$ cat src/include/div_config.svh
`ifndef DIV_CONFIG_SVH
`define DIV_CONFIG_SVH

// ##########################################################################
// divide cluster sizing.
// ##########################################################################

// operand and result width.
`define DIV_XLEN 32

// tag widths carried alongside each request.
`define DIV_LG_ROB 6
`define DIV_LG_PRF 7

// number of divider lanes and the width of a lane index.
`define DIV_LANES    4
`define DIV_LG_LANES 2

`endif

$ cat src/verilog/div_isa_pkg.sv
`include "div_config.svh"

package div_isa_pkg;

   // divide opcodes as issued by the scheduler.
   typedef enum logic [1:0]
   {
      OP_DIV  = 2'd0,
      OP_DIVU = 2'd1,
      OP_REM  = 2'd2,
      OP_REMU = 2'd3
   } div_op_t;

   typedef logic [`DIV_XLEN-1:0]   div_word_t;
   typedef logic [`DIV_LG_ROB-1:0] rob_ptr_t;
   typedef logic [`DIV_LG_PRF-1:0] prf_ptr_t;

   function automatic logic is_signed_op(div_op_t op);
      return (op == OP_DIV) || (op == OP_REM);
   endfunction

   function automatic logic is_rem_op(div_op_t op);
      return (op == OP_REM) || (op == OP_REMU);
   endfunction

endpackage

$ cat src/verilog/div_lane_pkg.sv
`include "div_config.svh"

package div_lane_pkg;

   typedef enum logic [2:0]
   {
      IDLE              = 3'd0,
      DIVIDE            = 3'd1,
      PACK_OUTPUT       = 3'd2,
      WAIT_FOR_WB       = 3'd3,
      CACHE_PACK_OUTPUT = 3'd4,
      CACHE_WAIT_FOR_WB = 3'd5
   } lane_state_t;

   // counts the remaining restoring steps.
   typedef logic [$clog2(`DIV_XLEN)-1:0] step_idx_t;

endpackage

$ cat src/verilog/div_dispatch.sv
`timescale 1ns/100ps
`include "div_config.svh"

module div_dispatch
(
   input  logic                   clk,
   input  logic                   reset,
   input  logic                   req_valid,
   output logic                   req_ready,
   input  div_isa_pkg::div_word_t req_a,
   input  div_isa_pkg::div_word_t req_b,
   input  div_isa_pkg::div_op_t   req_op,
   input  div_isa_pkg::rob_ptr_t  req_rob_ptr,
   input  div_isa_pkg::prf_ptr_t  req_prf_ptr,
   input  logic [`DIV_LANES-1:0]  lane_idle,
   output logic [`DIV_LANES-1:0]  lane_start,
   output div_isa_pkg::div_word_t lane_a,
   output div_isa_pkg::div_word_t lane_b,
   output div_isa_pkg::div_op_t   lane_op,
   output div_isa_pkg::rob_ptr_t  lane_rob_ptr,
   output div_isa_pkg::prf_ptr_t  lane_prf_ptr
);

   logic                   r_valid;
   div_isa_pkg::div_word_t r_a;
   div_isa_pkg::div_word_t r_b;
   div_isa_pkg::div_op_t   r_op;
   div_isa_pkg::rob_ptr_t  r_rob_ptr;
   div_isa_pkg::prf_ptr_t  r_prf_ptr;

   logic                   issue;
   logic                   accept;
   logic [`DIV_LANES-1:0]  lowest_idle;

   assign issue     = r_valid && (|lane_idle);
   assign req_ready = !r_valid || issue;    // frees the slot in the issue cycle.
   assign accept    = req_valid && req_ready;

   // isolate the lowest set bit of the idle mask.
   assign lowest_idle = lane_idle & (~lane_idle + 1'b1);
   assign lane_start  = issue ? lowest_idle : '0;

   assign lane_a       = r_a;
   assign lane_b       = r_b;
   assign lane_op      = r_op;
   assign lane_rob_ptr = r_rob_ptr;
   assign lane_prf_ptr = r_prf_ptr;

   always_ff @(posedge clk)
   begin
      if (reset)
         r_valid <= 1'b0;
      else if (accept)
         r_valid <= 1'b1;
      else if (issue)
         r_valid <= 1'b0;
   end

   always_ff @(posedge clk)
   begin
      if (accept)
      begin
         r_a       <= req_a;
         r_b       <= req_b;
         r_op      <= req_op;
         r_rob_ptr <= req_rob_ptr;
         r_prf_ptr <= req_prf_ptr;
      end
   end

   // the lane picked for a request reports busy from the next cycle on.
   a_start_lane_busy: assert property (@(posedge clk) disable iff (reset)
      (lane_start != '0) |=> ((lane_idle & $past(lane_start)) == '0));

endmodule

$ cat src/verilog/div_lane.sv
`timescale 1ns/100ps
`include "div_config.svh"

module div_lane
(
   input  logic                   clk,
   input  logic                   reset,
   input  logic                   start,
   input  div_isa_pkg::div_word_t a,
   input  div_isa_pkg::div_word_t b,
   input  div_isa_pkg::div_op_t   op,
   input  div_isa_pkg::rob_ptr_t  rob_ptr_in,
   input  div_isa_pkg::prf_ptr_t  prf_ptr_in,
   output logic                   idle,
   output logic                   done,
   input  logic                   grant,
   output div_isa_pkg::div_word_t result,
   output div_isa_pkg::rob_ptr_t  rob_ptr_out,
   output div_isa_pkg::prf_ptr_t  prf_ptr_out
);

   localparam int W = `DIV_XLEN;

   div_lane_pkg::lane_state_t r_state;
   div_lane_pkg::lane_state_t n_state;
   logic                      r_last_valid;
   logic                      n_last_valid;

   // operands held as magnitudes, signs kept aside.
   div_isa_pkg::div_word_t    r_a;
   div_isa_pkg::div_word_t    r_b;
   logic                      r_is_signed;
   logic                      r_is_rem;
   logic                      r_sign;
   logic                      r_rem_sign;
   div_isa_pkg::rob_ptr_t     r_rob_ptr;
   div_isa_pkg::prf_ptr_t     r_prf_ptr;

   logic [2*W-1:0]            r_r;    // partial remainder and dividend.
   div_isa_pkg::div_word_t    r_q;    // quotient shift register.
   div_lane_pkg::step_idx_t   r_idx;
   div_isa_pkg::div_word_t    r_y;

   div_isa_pkg::div_word_t    r_last_a;
   div_isa_pkg::div_word_t    r_last_b;
   logic                      r_last_signed;
   div_isa_pkg::div_word_t    r_last_q;
   div_isa_pkg::div_word_t    r_last_rem;

   logic                      in_signed;
   div_isa_pkg::div_word_t    a_mag;
   div_isa_pkg::div_word_t    b_mag;
   logic [2*W:0]              t_shift;
   logic [2*W:0]              t_div;
   logic [2*W:0]              t_diff;
   logic                      t_bit;
   logic                      w_match_prev;
   div_isa_pkg::div_word_t    q_mag;
   div_isa_pkg::div_word_t    rem_mag;
   div_isa_pkg::div_word_t    q_fix;
   div_isa_pkg::div_word_t    rem_fix;
   div_isa_pkg::div_word_t    y_packed;

   // ########################################################################
   // operand conditioning and one restoring step.
   // ########################################################################

   assign in_signed = div_isa_pkg::is_signed_op(op);
   assign a_mag     = (in_signed && a[W-1]) ? (~a + 1'b1) : a;
   assign b_mag     = (in_signed && b[W-1]) ? (~b + 1'b1) : b;

   // one extra bit so a remainder with its msb set is not lost on the shift.
   assign t_shift = {r_r, 1'b0};
   assign t_div   = {1'b0, r_b, {W{1'b0}}};
   assign t_diff  = t_shift - t_div;
   assign t_bit   = t_shift >= t_div;

   assign w_match_prev = r_last_valid &&
                         (r_last_a == r_a) &&
                         (r_last_b == r_b) &&
                         (r_last_signed == r_is_signed);

   // ########################################################################
   // sign fix-up and result select.
   // ########################################################################

   assign q_mag   = (r_state == div_lane_pkg::CACHE_PACK_OUTPUT) ? r_last_q : r_q;
   assign rem_mag = (r_state == div_lane_pkg::CACHE_PACK_OUTPUT) ? r_last_rem : r_r[2*W-1:W];

   assign q_fix    = (r_is_signed && r_sign) ? (~q_mag + 1'b1) : q_mag;
   assign rem_fix  = (r_is_signed && r_rem_sign) ? (~rem_mag + 1'b1) : rem_mag;
   assign y_packed = r_is_rem ? rem_fix : q_fix;

   always_comb
   begin
      n_state      = r_state;
      n_last_valid = r_last_valid;
      unique case (r_state)
         div_lane_pkg::IDLE:
            if (start)
               n_state = div_lane_pkg::DIVIDE;
         div_lane_pkg::DIVIDE:
            if (w_match_prev)
               n_state = div_lane_pkg::CACHE_PACK_OUTPUT;
            else if (r_idx == '0)
               n_state = div_lane_pkg::PACK_OUTPUT;
         div_lane_pkg::PACK_OUTPUT:
         begin
            n_state      = div_lane_pkg::WAIT_FOR_WB;
            n_last_valid = 1'b1;
         end
         div_lane_pkg::CACHE_PACK_OUTPUT:
            n_state = div_lane_pkg::CACHE_WAIT_FOR_WB;
         div_lane_pkg::WAIT_FOR_WB,
         div_lane_pkg::CACHE_WAIT_FOR_WB:
            if (grant)
               n_state = div_lane_pkg::IDLE;    // result copied by writeback.
         default:
            n_state = div_lane_pkg::IDLE;
      endcase
   end

   always_ff @(posedge clk)
   begin
      if (reset)
      begin
         r_state      <= div_lane_pkg::IDLE;
         r_last_valid <= 1'b0;
      end
      else
      begin
         r_state      <= n_state;
         r_last_valid <= n_last_valid;
      end
   end

   always_ff @(posedge clk)
   begin
      case (r_state)
         div_lane_pkg::IDLE:
            if (start)
            begin
               r_a         <= a_mag;
               r_b         <= b_mag;
               r_is_signed <= in_signed;
               r_is_rem    <= div_isa_pkg::is_rem_op(op);
               r_sign      <= a[W-1] ^ b[W-1];
               r_rem_sign  <= a[W-1];
               r_rob_ptr   <= rob_ptr_in;
               r_prf_ptr   <= prf_ptr_in;
               r_r         <= {{W{1'b0}}, a_mag};
               r_idx       <= div_lane_pkg::step_idx_t'(W - 1);
            end
         div_lane_pkg::DIVIDE:
         begin
            r_r   <= t_bit ? t_diff[2*W-1:0] : t_shift[2*W-1:0];
            r_q   <= {r_q[W-2:0], t_bit};
            r_idx <= r_idx - 1'b1;
         end
         div_lane_pkg::PACK_OUTPUT:
         begin
            r_last_a      <= r_a;
            r_last_b      <= r_b;
            r_last_signed <= r_is_signed;
            r_last_q      <= r_q;
            r_last_rem    <= r_r[2*W-1:W];
            r_y           <= y_packed;
         end
         div_lane_pkg::CACHE_PACK_OUTPUT:
            r_y <= y_packed;
         default:
         begin
         end
      endcase
   end

   assign idle        = (r_state == div_lane_pkg::IDLE);
   assign done        = (r_state == div_lane_pkg::WAIT_FOR_WB) ||
                        (r_state == div_lane_pkg::CACHE_WAIT_FOR_WB);
   assign result      = r_y;
   assign rob_ptr_out = r_rob_ptr;
   assign prf_ptr_out = r_prf_ptr;

   a_start_in_idle: assert property (@(posedge clk) disable iff (reset)
      start |-> (r_state == div_lane_pkg::IDLE));

   // a grant lands on a finished lane, which is free on the next cycle.
   a_grant_done: assert property (@(posedge clk) disable iff (reset)
      grant |-> done ##1 idle);

endmodule

$ cat src/verilog/div_writeback.sv
`timescale 1ns/100ps
`include "div_config.svh"

module div_writeback
(
   input  logic                                        clk,
   input  logic                                        reset,
   input  logic [`DIV_LANES-1:0]                       lane_done,
   input  div_isa_pkg::div_word_t [`DIV_LANES-1:0]     lane_result,
   input  div_isa_pkg::rob_ptr_t  [`DIV_LANES-1:0]     lane_res_rob_ptr,
   input  div_isa_pkg::prf_ptr_t  [`DIV_LANES-1:0]     lane_res_prf_ptr,
   output logic [`DIV_LANES-1:0]                       lane_grant,
   output logic                                        res_valid,
   input  logic                                        res_ready,
   output div_isa_pkg::div_word_t                      res_data,
   output div_isa_pkg::rob_ptr_t                       res_rob_ptr,
   output div_isa_pkg::prf_ptr_t                       res_prf_ptr
);

   logic                       r_valid;
   div_isa_pkg::div_word_t     r_data;
   div_isa_pkg::rob_ptr_t      r_rob_ptr;
   div_isa_pkg::prf_ptr_t      r_prf_ptr;
   logic [`DIV_LG_LANES-1:0]   r_last;    // lane granted most recently.

   logic [`DIV_LG_LANES-1:0]   sel;
   logic                       found;
   logic                       load;

   // ########################################################################
   // round-robin search, starting just past the last grant.
   // ########################################################################

   always_comb
   begin : rr_search
      int unsigned k;
      found = 1'b0;
      sel   = r_last;
      for (int i = 1; i <= `DIV_LANES; i++)
      begin
         k = (r_last + i) % `DIV_LANES;
         if (!found && lane_done[k])
         begin
            found = 1'b1;
            sel   = `DIV_LG_LANES'(k);
         end
      end
   end

   assign load = found && (!r_valid || res_ready);    // slot empty or draining.

   always_comb
   begin
      lane_grant = '0;
      if (load)
         lane_grant[sel] = 1'b1;
   end

   always_ff @(posedge clk)
   begin
      if (reset)
      begin
         r_valid <= 1'b0;
         r_last  <= `DIV_LG_LANES'(`DIV_LANES - 1);
      end
      else if (load)
      begin
         r_valid <= 1'b1;
         r_last  <= sel;
      end
      else if (res_ready)
         r_valid <= 1'b0;
   end

   always_ff @(posedge clk)
   begin
      if (load)
      begin
         r_data    <= lane_result[sel];
         r_rob_ptr <= lane_res_rob_ptr[sel];
         r_prf_ptr <= lane_res_prf_ptr[sel];
      end
   end

   assign res_valid   = r_valid;
   assign res_data    = r_data;
   assign res_rob_ptr = r_rob_ptr;
   assign res_prf_ptr = r_prf_ptr;

   a_res_hold: assert property (@(posedge clk) disable iff (reset)
      (res_valid && !res_ready) |=> (res_valid && $stable(res_data) &&
                                     $stable(res_rob_ptr) && $stable(res_prf_ptr)));

endmodule

$ cat src/verilog/div_unit.sv
`timescale 1ns/100ps
`include "div_config.svh"

module div_unit
(
   input  logic                   clk,
   input  logic                   reset,
   input  logic                   req_valid,
   output logic                   req_ready,
   input  div_isa_pkg::div_word_t req_a,
   input  div_isa_pkg::div_word_t req_b,
   input  div_isa_pkg::div_op_t   req_op,
   input  div_isa_pkg::rob_ptr_t  req_rob_ptr,
   input  div_isa_pkg::prf_ptr_t  req_prf_ptr,
   output logic                   res_valid,
   input  logic                   res_ready,
   output div_isa_pkg::div_word_t res_data,
   output div_isa_pkg::rob_ptr_t  res_rob_ptr,
   output div_isa_pkg::prf_ptr_t  res_prf_ptr
);

   // issue side, broadcast to every lane.
   logic [`DIV_LANES-1:0]                   lane_idle;
   logic [`DIV_LANES-1:0]                   lane_start;
   div_isa_pkg::div_word_t                  lane_a;
   div_isa_pkg::div_word_t                  lane_b;
   div_isa_pkg::div_op_t                    lane_op;
   div_isa_pkg::rob_ptr_t                   lane_rob_ptr;
   div_isa_pkg::prf_ptr_t                   lane_prf_ptr;

   // completion side, one entry per lane.
   logic [`DIV_LANES-1:0]                   lane_done;
   logic [`DIV_LANES-1:0]                   lane_grant;
   div_isa_pkg::div_word_t [`DIV_LANES-1:0] lane_result;
   div_isa_pkg::rob_ptr_t  [`DIV_LANES-1:0] lane_res_rob_ptr;
   div_isa_pkg::prf_ptr_t  [`DIV_LANES-1:0] lane_res_prf_ptr;

   div_dispatch u_dispatch
   (
      .clk          (clk),
      .reset        (reset),
      .req_valid    (req_valid),
      .req_ready    (req_ready),
      .req_a        (req_a),
      .req_b        (req_b),
      .req_op       (req_op),
      .req_rob_ptr  (req_rob_ptr),
      .req_prf_ptr  (req_prf_ptr),
      .lane_idle    (lane_idle),
      .lane_start   (lane_start),
      .lane_a       (lane_a),
      .lane_b       (lane_b),
      .lane_op      (lane_op),
      .lane_rob_ptr (lane_rob_ptr),
      .lane_prf_ptr (lane_prf_ptr)
   );

   for (genvar i = 0; i < `DIV_LANES; i++)
   begin : g_lane
      div_lane u_lane
      (
         .clk         (clk),
         .reset       (reset),
         .start       (lane_start[i]),
         .a           (lane_a),
         .b           (lane_b),
         .op          (lane_op),
         .rob_ptr_in  (lane_rob_ptr),
         .prf_ptr_in  (lane_prf_ptr),
         .idle        (lane_idle[i]),
         .done        (lane_done[i]),
         .grant       (lane_grant[i]),
         .result      (lane_result[i]),
         .rob_ptr_out (lane_res_rob_ptr[i]),
         .prf_ptr_out (lane_res_prf_ptr[i])
      );
   end

   div_writeback u_writeback
   (
      .clk              (clk),
      .reset            (reset),
      .lane_done        (lane_done),
      .lane_result      (lane_result),
      .lane_res_rob_ptr (lane_res_rob_ptr),
      .lane_res_prf_ptr (lane_res_prf_ptr),
      .lane_grant       (lane_grant),
      .res_valid        (res_valid),
      .res_ready        (res_ready),
      .res_data         (res_data),
      .res_rob_ptr      (res_rob_ptr),
      .res_prf_ptr      (res_prf_ptr)
   );

endmodule

$ cat config.mk
export PLATFORM = sky130hd
export DESIGN_NAME = div_unit
export DESIGN_NICKNAME = d
export VERILOG_FILES = /design/src/verilog/div_isa_pkg.sv /design/src/verilog/div_lane_pkg.sv /design/src/verilog/div_dispatch.sv /design/src/verilog/div_lane.sv /design/src/verilog/div_writeback.sv /design/src/verilog/div_unit.sv
export VERILOG_INCLUDE_DIRS = /design/src /design/src/include
export SDC_FILE = /design/constraint.sdc
export NUM_CORES = 2
export LEC_CHECK = 0
export BUFFER_PORTS_ARGS = -buffer_cell sky130_fd_sc_hd__clkbuf_2
export CAP_MARGIN = 0
export CELL_PAD_IN_SITES_DETAIL_PLACEMENT = 0
export CELL_PAD_IN_SITES_GLOBAL_PLACEMENT = 1
export CORE_ASPECT_RATIO = 1.5
export CORE_MARGIN = 1
export CORE_UTILIZATION = 25
export DETAILED_ROUTE_END_ITERATION = 16
export GPL_ROUTABILITY_DRIVEN = 0
export PLACE_DENSITY = 0.44
export SYNTH_ARGS = -nofsm -noshare
export SYNTH_HDL_FRONTEND = slang
export SYNTH_SLANG_ARGS = --single-unit
export TNS_END_PERCENT = 100
$ cat constraint.sdc
create_clock -name clk -period 19.4 [get_ports clk]
set_input_delay 0 -clock clk [delete_from_list [all_inputs] [get_ports clk]]
set_output_delay 0 -clock clk [all_outputs]
set_load 0.05 [all_outputs]
==> After elaboration in Yosys (flattened, before gate mapping) <==
Index checks and enable logic that the tools add are counted.
{ "op_classes": {"n_addsub": 23, "mul": 0, "div": 0, "magnitude_cmp": 10, "n_eq_ne": 46, "n_shift": 0, "mux": 92, "bitwise_logic": 13, "n_reduce_logical": 78} }
{ "op_table": {"columns": ["cell", "n"], "rows": [
  ["$mux 32", 23],
  ["$mux 64", 8],
  ["$pmux 64 s2", 4],
  ["$add 32x1->32 const B", 10],
  ["$not 32->32", 10],
  ["$ge 65x64->1", 4],
  ["$eq 32x32->1", 8],
  ["$sub 64x64->64", 4],
  ["$bmux 32 s2", 1],
  ["$pmux 3 s5", 4],
  ["$mux 3", 16],
  ["$pmux 5 s2", 4],
  ["$logic_and 1x1->1", 29],
  ["$eq 3x2->1 const B", 8],
  ["$eq 3x3->1 const B", 8],
  ["$logic_not 5->1", 4],
  ["$mux 5", 4],
  ["$sub 5x1->5 const B", 4],
  ["$ne 2x2->1 const B", 8],
  ["$reduce_and 2->1", 8],
  ["$reduce_or 2->1", 8],
  ["$lt 2x3->1 const B", 5],
  ["$bmux 7 s2", 1],
  ["$mux 1", 13],
  ["25 further kinds", 66]
]} }
{ "totals": {"regBits": 1516, "latch_bits": 0, "ram_bits": 0, "mem_bits_ro": 0, "inputBits": 83, "output_inout_bits": 47, "elab_cells": 349, "memories": 0} }

==> Longest topological paths before layout <==
{ "depth": {"ltp_word": 21, "depth_mapped": 18, "depth_no_buf": 12} }

==> Hierarchy <==
From an unflattened synthesis, not the netlist that was laid out.
{ "unflattened": {"hier_cells": 6777, "area_unflattened_um2": 79372.4} }
{ "modules_own_cells": {"columns": ["module", "n_inst", "cells_per_inst", "area_each_um2", "seq_area_each_um2"], "rows": [
  ["div_lane (g_lane[0].u_lane)", 1, 1603, 18474.0, 10380.0],
  ["div_lane (g_lane[2].u_lane)", 1, 1624, 18412.7, 10380.0],
  ["div_lane (g_lane[1].u_lane)", 1, 1606, 18408.9, 10380.0],
  ["div_lane (g_lane[3].u_lane)", 1, 1612, 18331.3, 10380.0],
  ["div_writeback", 1, 241, 3263.1, 1411.4],
  ["div_dispatch", 1, 91, 2482.4, 2392.3]
]} }

==> Worst setup path after synthesis <==
Ideal clock, no wire load.
{ "synth_timing": {"path_type": "register -> register", "from": "register g_lane[2].u_lane.r_state[1]", "to": "register g_lane[2].u_lane.r_y[0], enable pin", "setup_ns": 0.375, "t_arrival_ns": 11.482, "required_ns": 19.025, "slack_ns": 7.543, "stages_incl_launch_ff": 4, "n_path_buf": 1, "synth_period_minus_slack_ns": 11.857, "path_cell_list": "dfxtp_1 -> buf_2 -> nor3b_1 -> or2_2"} }
{ "synth_via": {"elab_chain_cells": 2, "word_cells_on_any_way": 3, "classes_between": "eq/ne: 2; reduce/logical: 1"} }
{ "synth_lines": {"columns": ["element", "line_no", "rtl"], "rows": [
  ["start: declaration", "div_lane.sv:24", "div_lane_pkg::lane_state_t r_state;"],
  ["start signal: assignment", "div_lane.sv:127", "r_state <= div_lane_pkg::IDLE;"],
  ["start signal: assignment", "div_lane.sv:132", "r_state <= n_state;"],
  ["$eq 3x2->1 or $eq 3x3->1 (tied branches)", "div_lane.sv:139", "case (r_state)"],
  ["$reduce_or 2->1 (no line) (*)", null, null],
  ["end signal: assignment", "div_lane.sv:167", "r_y <= y_packed;"],
  ["end signal: assignment", "div_lane.sv:170", "r_y <= y_packed;"],
  ["end: declaration", "div_lane.sv:42", "div_isa_pkg::div_word_t r_y;"]
]} }
Mark *: on every way between the ends. The rest lies on a longest branch, timed or not.
A chain may end at the register's enable or synchronous reset.

==> Final worst setup path <==
{ "layout_timing": {"from": "register g_lane[2].u_lane.r_state[2]", "to": "register g_lane[2].u_lane.r_y[26], data pin"} }
{ "layout_via": {"elab_chain_cells": 6, "word_cells_on_any_way": 10, "classes_between": "add/sub: 2; eq/ne: 1; mux: 5; bitwise: 2"} }
{ "layout_lines": {"columns": ["element", "line_no", "rtl"], "rows": [
  ["$eq 3x3->1 (*)", "div_lane.sv:87, div_lane.sv:88", null],
  ["$mux 32, on equally long branches", "div_lane.sv:87, div_lane.sv:88", null],
  ["$not 32->32, on equally long branches", "div_lane.sv:90, div_lane.sv:91", null],
  ["$add 32x1->32, on equally long branches", "div_lane.sv:90, div_lane.sv:91", null],
  ["$mux 32, on equally long branches", "div_lane.sv:90, div_lane.sv:91", null],
  ["$mux 32 (*)", "div_lane.sv:92", "assign y_packed = r_is_rem ? rem_fix : q_fix;"],
  ["via g_lane[2].u_lane.y_packed[26]", "div_lane.sv:62", "div_isa_pkg::div_word_t y_packed;"]
]} }
Mark *: on every way through the listed nets, which the timed path passes. The rest lies on a longest branch.

==> flow_metrics.tcl <==
set metrics [dict create \
    grt_max_degree 133 \
    cts_sinks 1516 \
    ys.flop_type "edfxtp_1" \
    maxCapViolCount 0 \
    vias_per_cell 4.72 \
    die_h_um 664 \
    finalNetCount 6559 \
    routedWlPerCell_um 25.2 \
    postLayoutCoreUtil 0.296 \
    cp_slowest_cell "buf_4" \
    cp_top_family "simple AND/OR/NAND/NOR gates" \
    async_reset_ff_frac 0 \
    fmax_ghz 0.214 \
    die_x_um 444 \
    required_ps 19930 \
    final_common_cell "edfxtp_1" \
    dr.pass1.iters 5 \
    port_buffers 129 \
    fp-row-count 242 \
    die_area_um2 295000 \
    synthDistinctLibCells 95 \
    syn_nets 6221 \
    path_clk_slew_ps 60 \
    tightest_slew_ps 1240 \
    ys_ff_latch 1516 \
    ios 130 \
    slew_violations 0 \
    setup_violations 0 \
    crit_path_start_kind "flop" \
    clock_path_buffers 4 \
    cts_tree "built" \
    wl_um 259000 \
    initial_core_util 0.252 \
    cp.buffers_inverters 2 \
    synth-edff-count 1496 \
    syn_area_um2 73100 \
    ys_seq_area_frac 0.620 \
    critPathMaxFanout 54 \
    insertion_delay_ps 880 \
    ant_nets 0 \
    post-route-drc-count 0 \
    clock_tree.root_cell "clkbuf_16" \
    fin_area_um2 85900 \
    period_share 0.241 \
    grt_pass1_vias 49100 \
    areaGrowthSynthToFinish_pct 17.5 \
    dr.first_iter.drc_count 3326 \
    skew_ps 86.9 \
    numCtsBuffers 175 \
    crit_type "flop to flop" \
    yosysWarnings 0 \
    htreeDepth 4 \
    final_cell_mix "1496 x edfxtp_1, 458 x nand2_1, 457 x nor2_1" \
    peakVddDrop_mv 0.0930 \
    dpl.hpwl_um 191000 \
    antenna_found_initial 30 \
    leakage_uw 0.0291 \
    grt_pass1_wl_um 365000 \
    max_slew_margin 0.176 \
    track_usage 0.172 \
    fin_setup_tns_ps 0 \
    cp_slowest_stage_delay_ps 730 \
    hold_path_class "input pin to flop" \
    path_cells "nor3b_4, buf_4, buf_4, mux2i_1, ha_1, o2111ai_1, or4_4, or4b_4, and3_1, o21ai_0, o21ai_0" \
    hold_buffers 163 \
    drive_gt1_frac 0.0895 \
    syn_area_per_cell_um2 12.2 \
    postSynthCellCount 5992 \
    r2r_slack_ps 14730 \
    rsz0062_at_grt "no" \
    cts_setup_buffers 0 \
    overflow 0 \
    p_per_area_nw_per_um2 106 \
    post_cts_resized 0 \
    outcome "finished clean" \
    placed_cell_area_um2 78700 \
    fin_crit_ps 4670 \
    vias 48400 \
    end_kind "flop" \
    core_um2 290000 \
    crit_arrival_ps 5200 \
    hold_viol 0 \
]
==> area by class of cell <==
| class | instances | area, um^2 |
|---|---|---|
| Antenna cell | 36 | 90.1 |
| Clock buffer | 204 | 4530 |
| Clock inverter | 98 | 966 |
| Fill cell | 29400 | 204000 |
| Inverter | 271 | 1020 |
| Multi-Input combinational cell | 3968 | 26200 |
| Sequential cell | 1516 | 45300 |
| Tap cell | 3782 | 4730 |
| Timing Repair Buffer | 398 | 3110 |
==> cell usage after synthesis (19+ instances only) <==
library cell | number | area share
mux2i_1 | 305 | 0.042
xor2_1 | 296 | 0.035
or3_1 | 44 | 0.0038
a21o_1 | 79 | 0.0081
inv_1 | 267 | 0.014
nand2b_1 | 54 | 0.0046
nor2_1 | 458 | 0.024
edfxtp_1 | 1496 | 0.61
a22o_1 | 21 | 0.0025
nor4_1 | 108 | 0.0092
nand3_1 | 110 | 0.0075
buf_2 | 43 | 0.0029
a211oi_1 | 70 | 0.0072
nor2b_1 | 39 | 0.0033
nand4_1 | 65 | 0.0056
a21oi_1 | 387 | 0.026
a31oi_1 | 123 | 0.011
and3_1 | 30 | 0.0026
o2bb2ai_1 | 22 | 0.0026
o31ai_1 | 24 | 0.0025
ha_1 | 142 | 0.024
clkbuf_1 | 164 | 0.0084
xnor2_1 | 248 | 0.030
nand2_1 | 460 | 0.024
o21a_1 | 20 | 0.0021
nor3_1 | 189 | 0.013
dfxtp_1 | 20 | 0.0055
o22ai_1 | 38 | 0.0033
o21ai_0 | 274 | 0.019
buf_1 | 19 | 0.00098
and2_1 | 72 | 0.0062
o211ai_1 | 28 | 0.0029
==> metrics by stage <==
step / std cells / hold WS, ps / setup WS (ps) / total power [uW]
floorplan: 5992 / 98.9 / 7540 / 5300
global placement: 9772 / 179 / 14650 / 5950
detailed placement: 9772 / 179 / 14700 / 5950
CTS: 10200 / 208 / 14690 / 9310
global route: 10300 / 266 / 14380 / 9540
finish: 10300 / 277 / 14730 / 9150
==> metal layers <==
metal | GRT usage | up-vias | share of wire
li1 | - | 23100 | -
met1 | 0.204 | 24100 | 0.41
met5 | 0 | - | 0.000050
met2 | 0.308 | 930 | 0.52
met4 | 0.0806 | 2 | 0.045
met3 | 0.0174 | 309 | 0.028
==> logic make-up after synthesis <==
logic type	count (synthesis)	share of synthesized area
AOI/OAI and AO/OA	1241	0.105
xor gates and xnor gates	544	0.0651
adders and majority gates	146	0.0254
buffers and inverters	508	0.0275
DFF	1516	0.620
muxes	312	0.0428
and+or+nand+nor	1725	0.114
==> worst reg2reg max path: stages, from the launching register on <==
cell and delay [ps]:
dfxtp_1 510, nor3b_4 230, buf_4 490, buf_4 750
mux2i_1 410, ha_1 260, o2111ai_1 210, or4_4 600
or4b_4 530, and3_1 190, o21ai_0 150, o21ai_0 100
==> state kept, by name (all words and copies together) (netlist names), 32 cells and up <==
register,count
g_lane.u_lane.result,128
g_lane.u_lane.r_last_b,128
u_writeback.res_data,32
g_lane.u_lane.r_r,256
g_lane.u_lane.r_b,128
u_dispatch.lane_b,32
g_lane.u_lane.r_q,128
g_lane.u_lane.r_a,128
g_lane.u_lane.r_last_q,128
u_dispatch.lane_a,32
g_lane.u_lane.r_last_a,128
g_lane.u_lane.r_last_rem,128
==> final timing paths <==
path,cells after the start,from,to
max,11,g_lane[2].u_lane.r_state[2],g_lane[2].u_lane.result[26]
max reg2reg,11,g_lane[2].u_lane.r_state[2],g_lane[2].u_lane.result[26]
min,3,req_valid,u_dispatch.lane_rob_ptr[0]
min reg2reg,0,g_lane[2].u_lane.r_b[2],g_lane[2].u_lane.r_last_b[2]
==> report_power, final <==
group | switching, uW | internal, uW
registers | 263 | 4100
clock network | 1410 | 1870
logic | 1060 | 459
(Power assumes the default switching activity.)
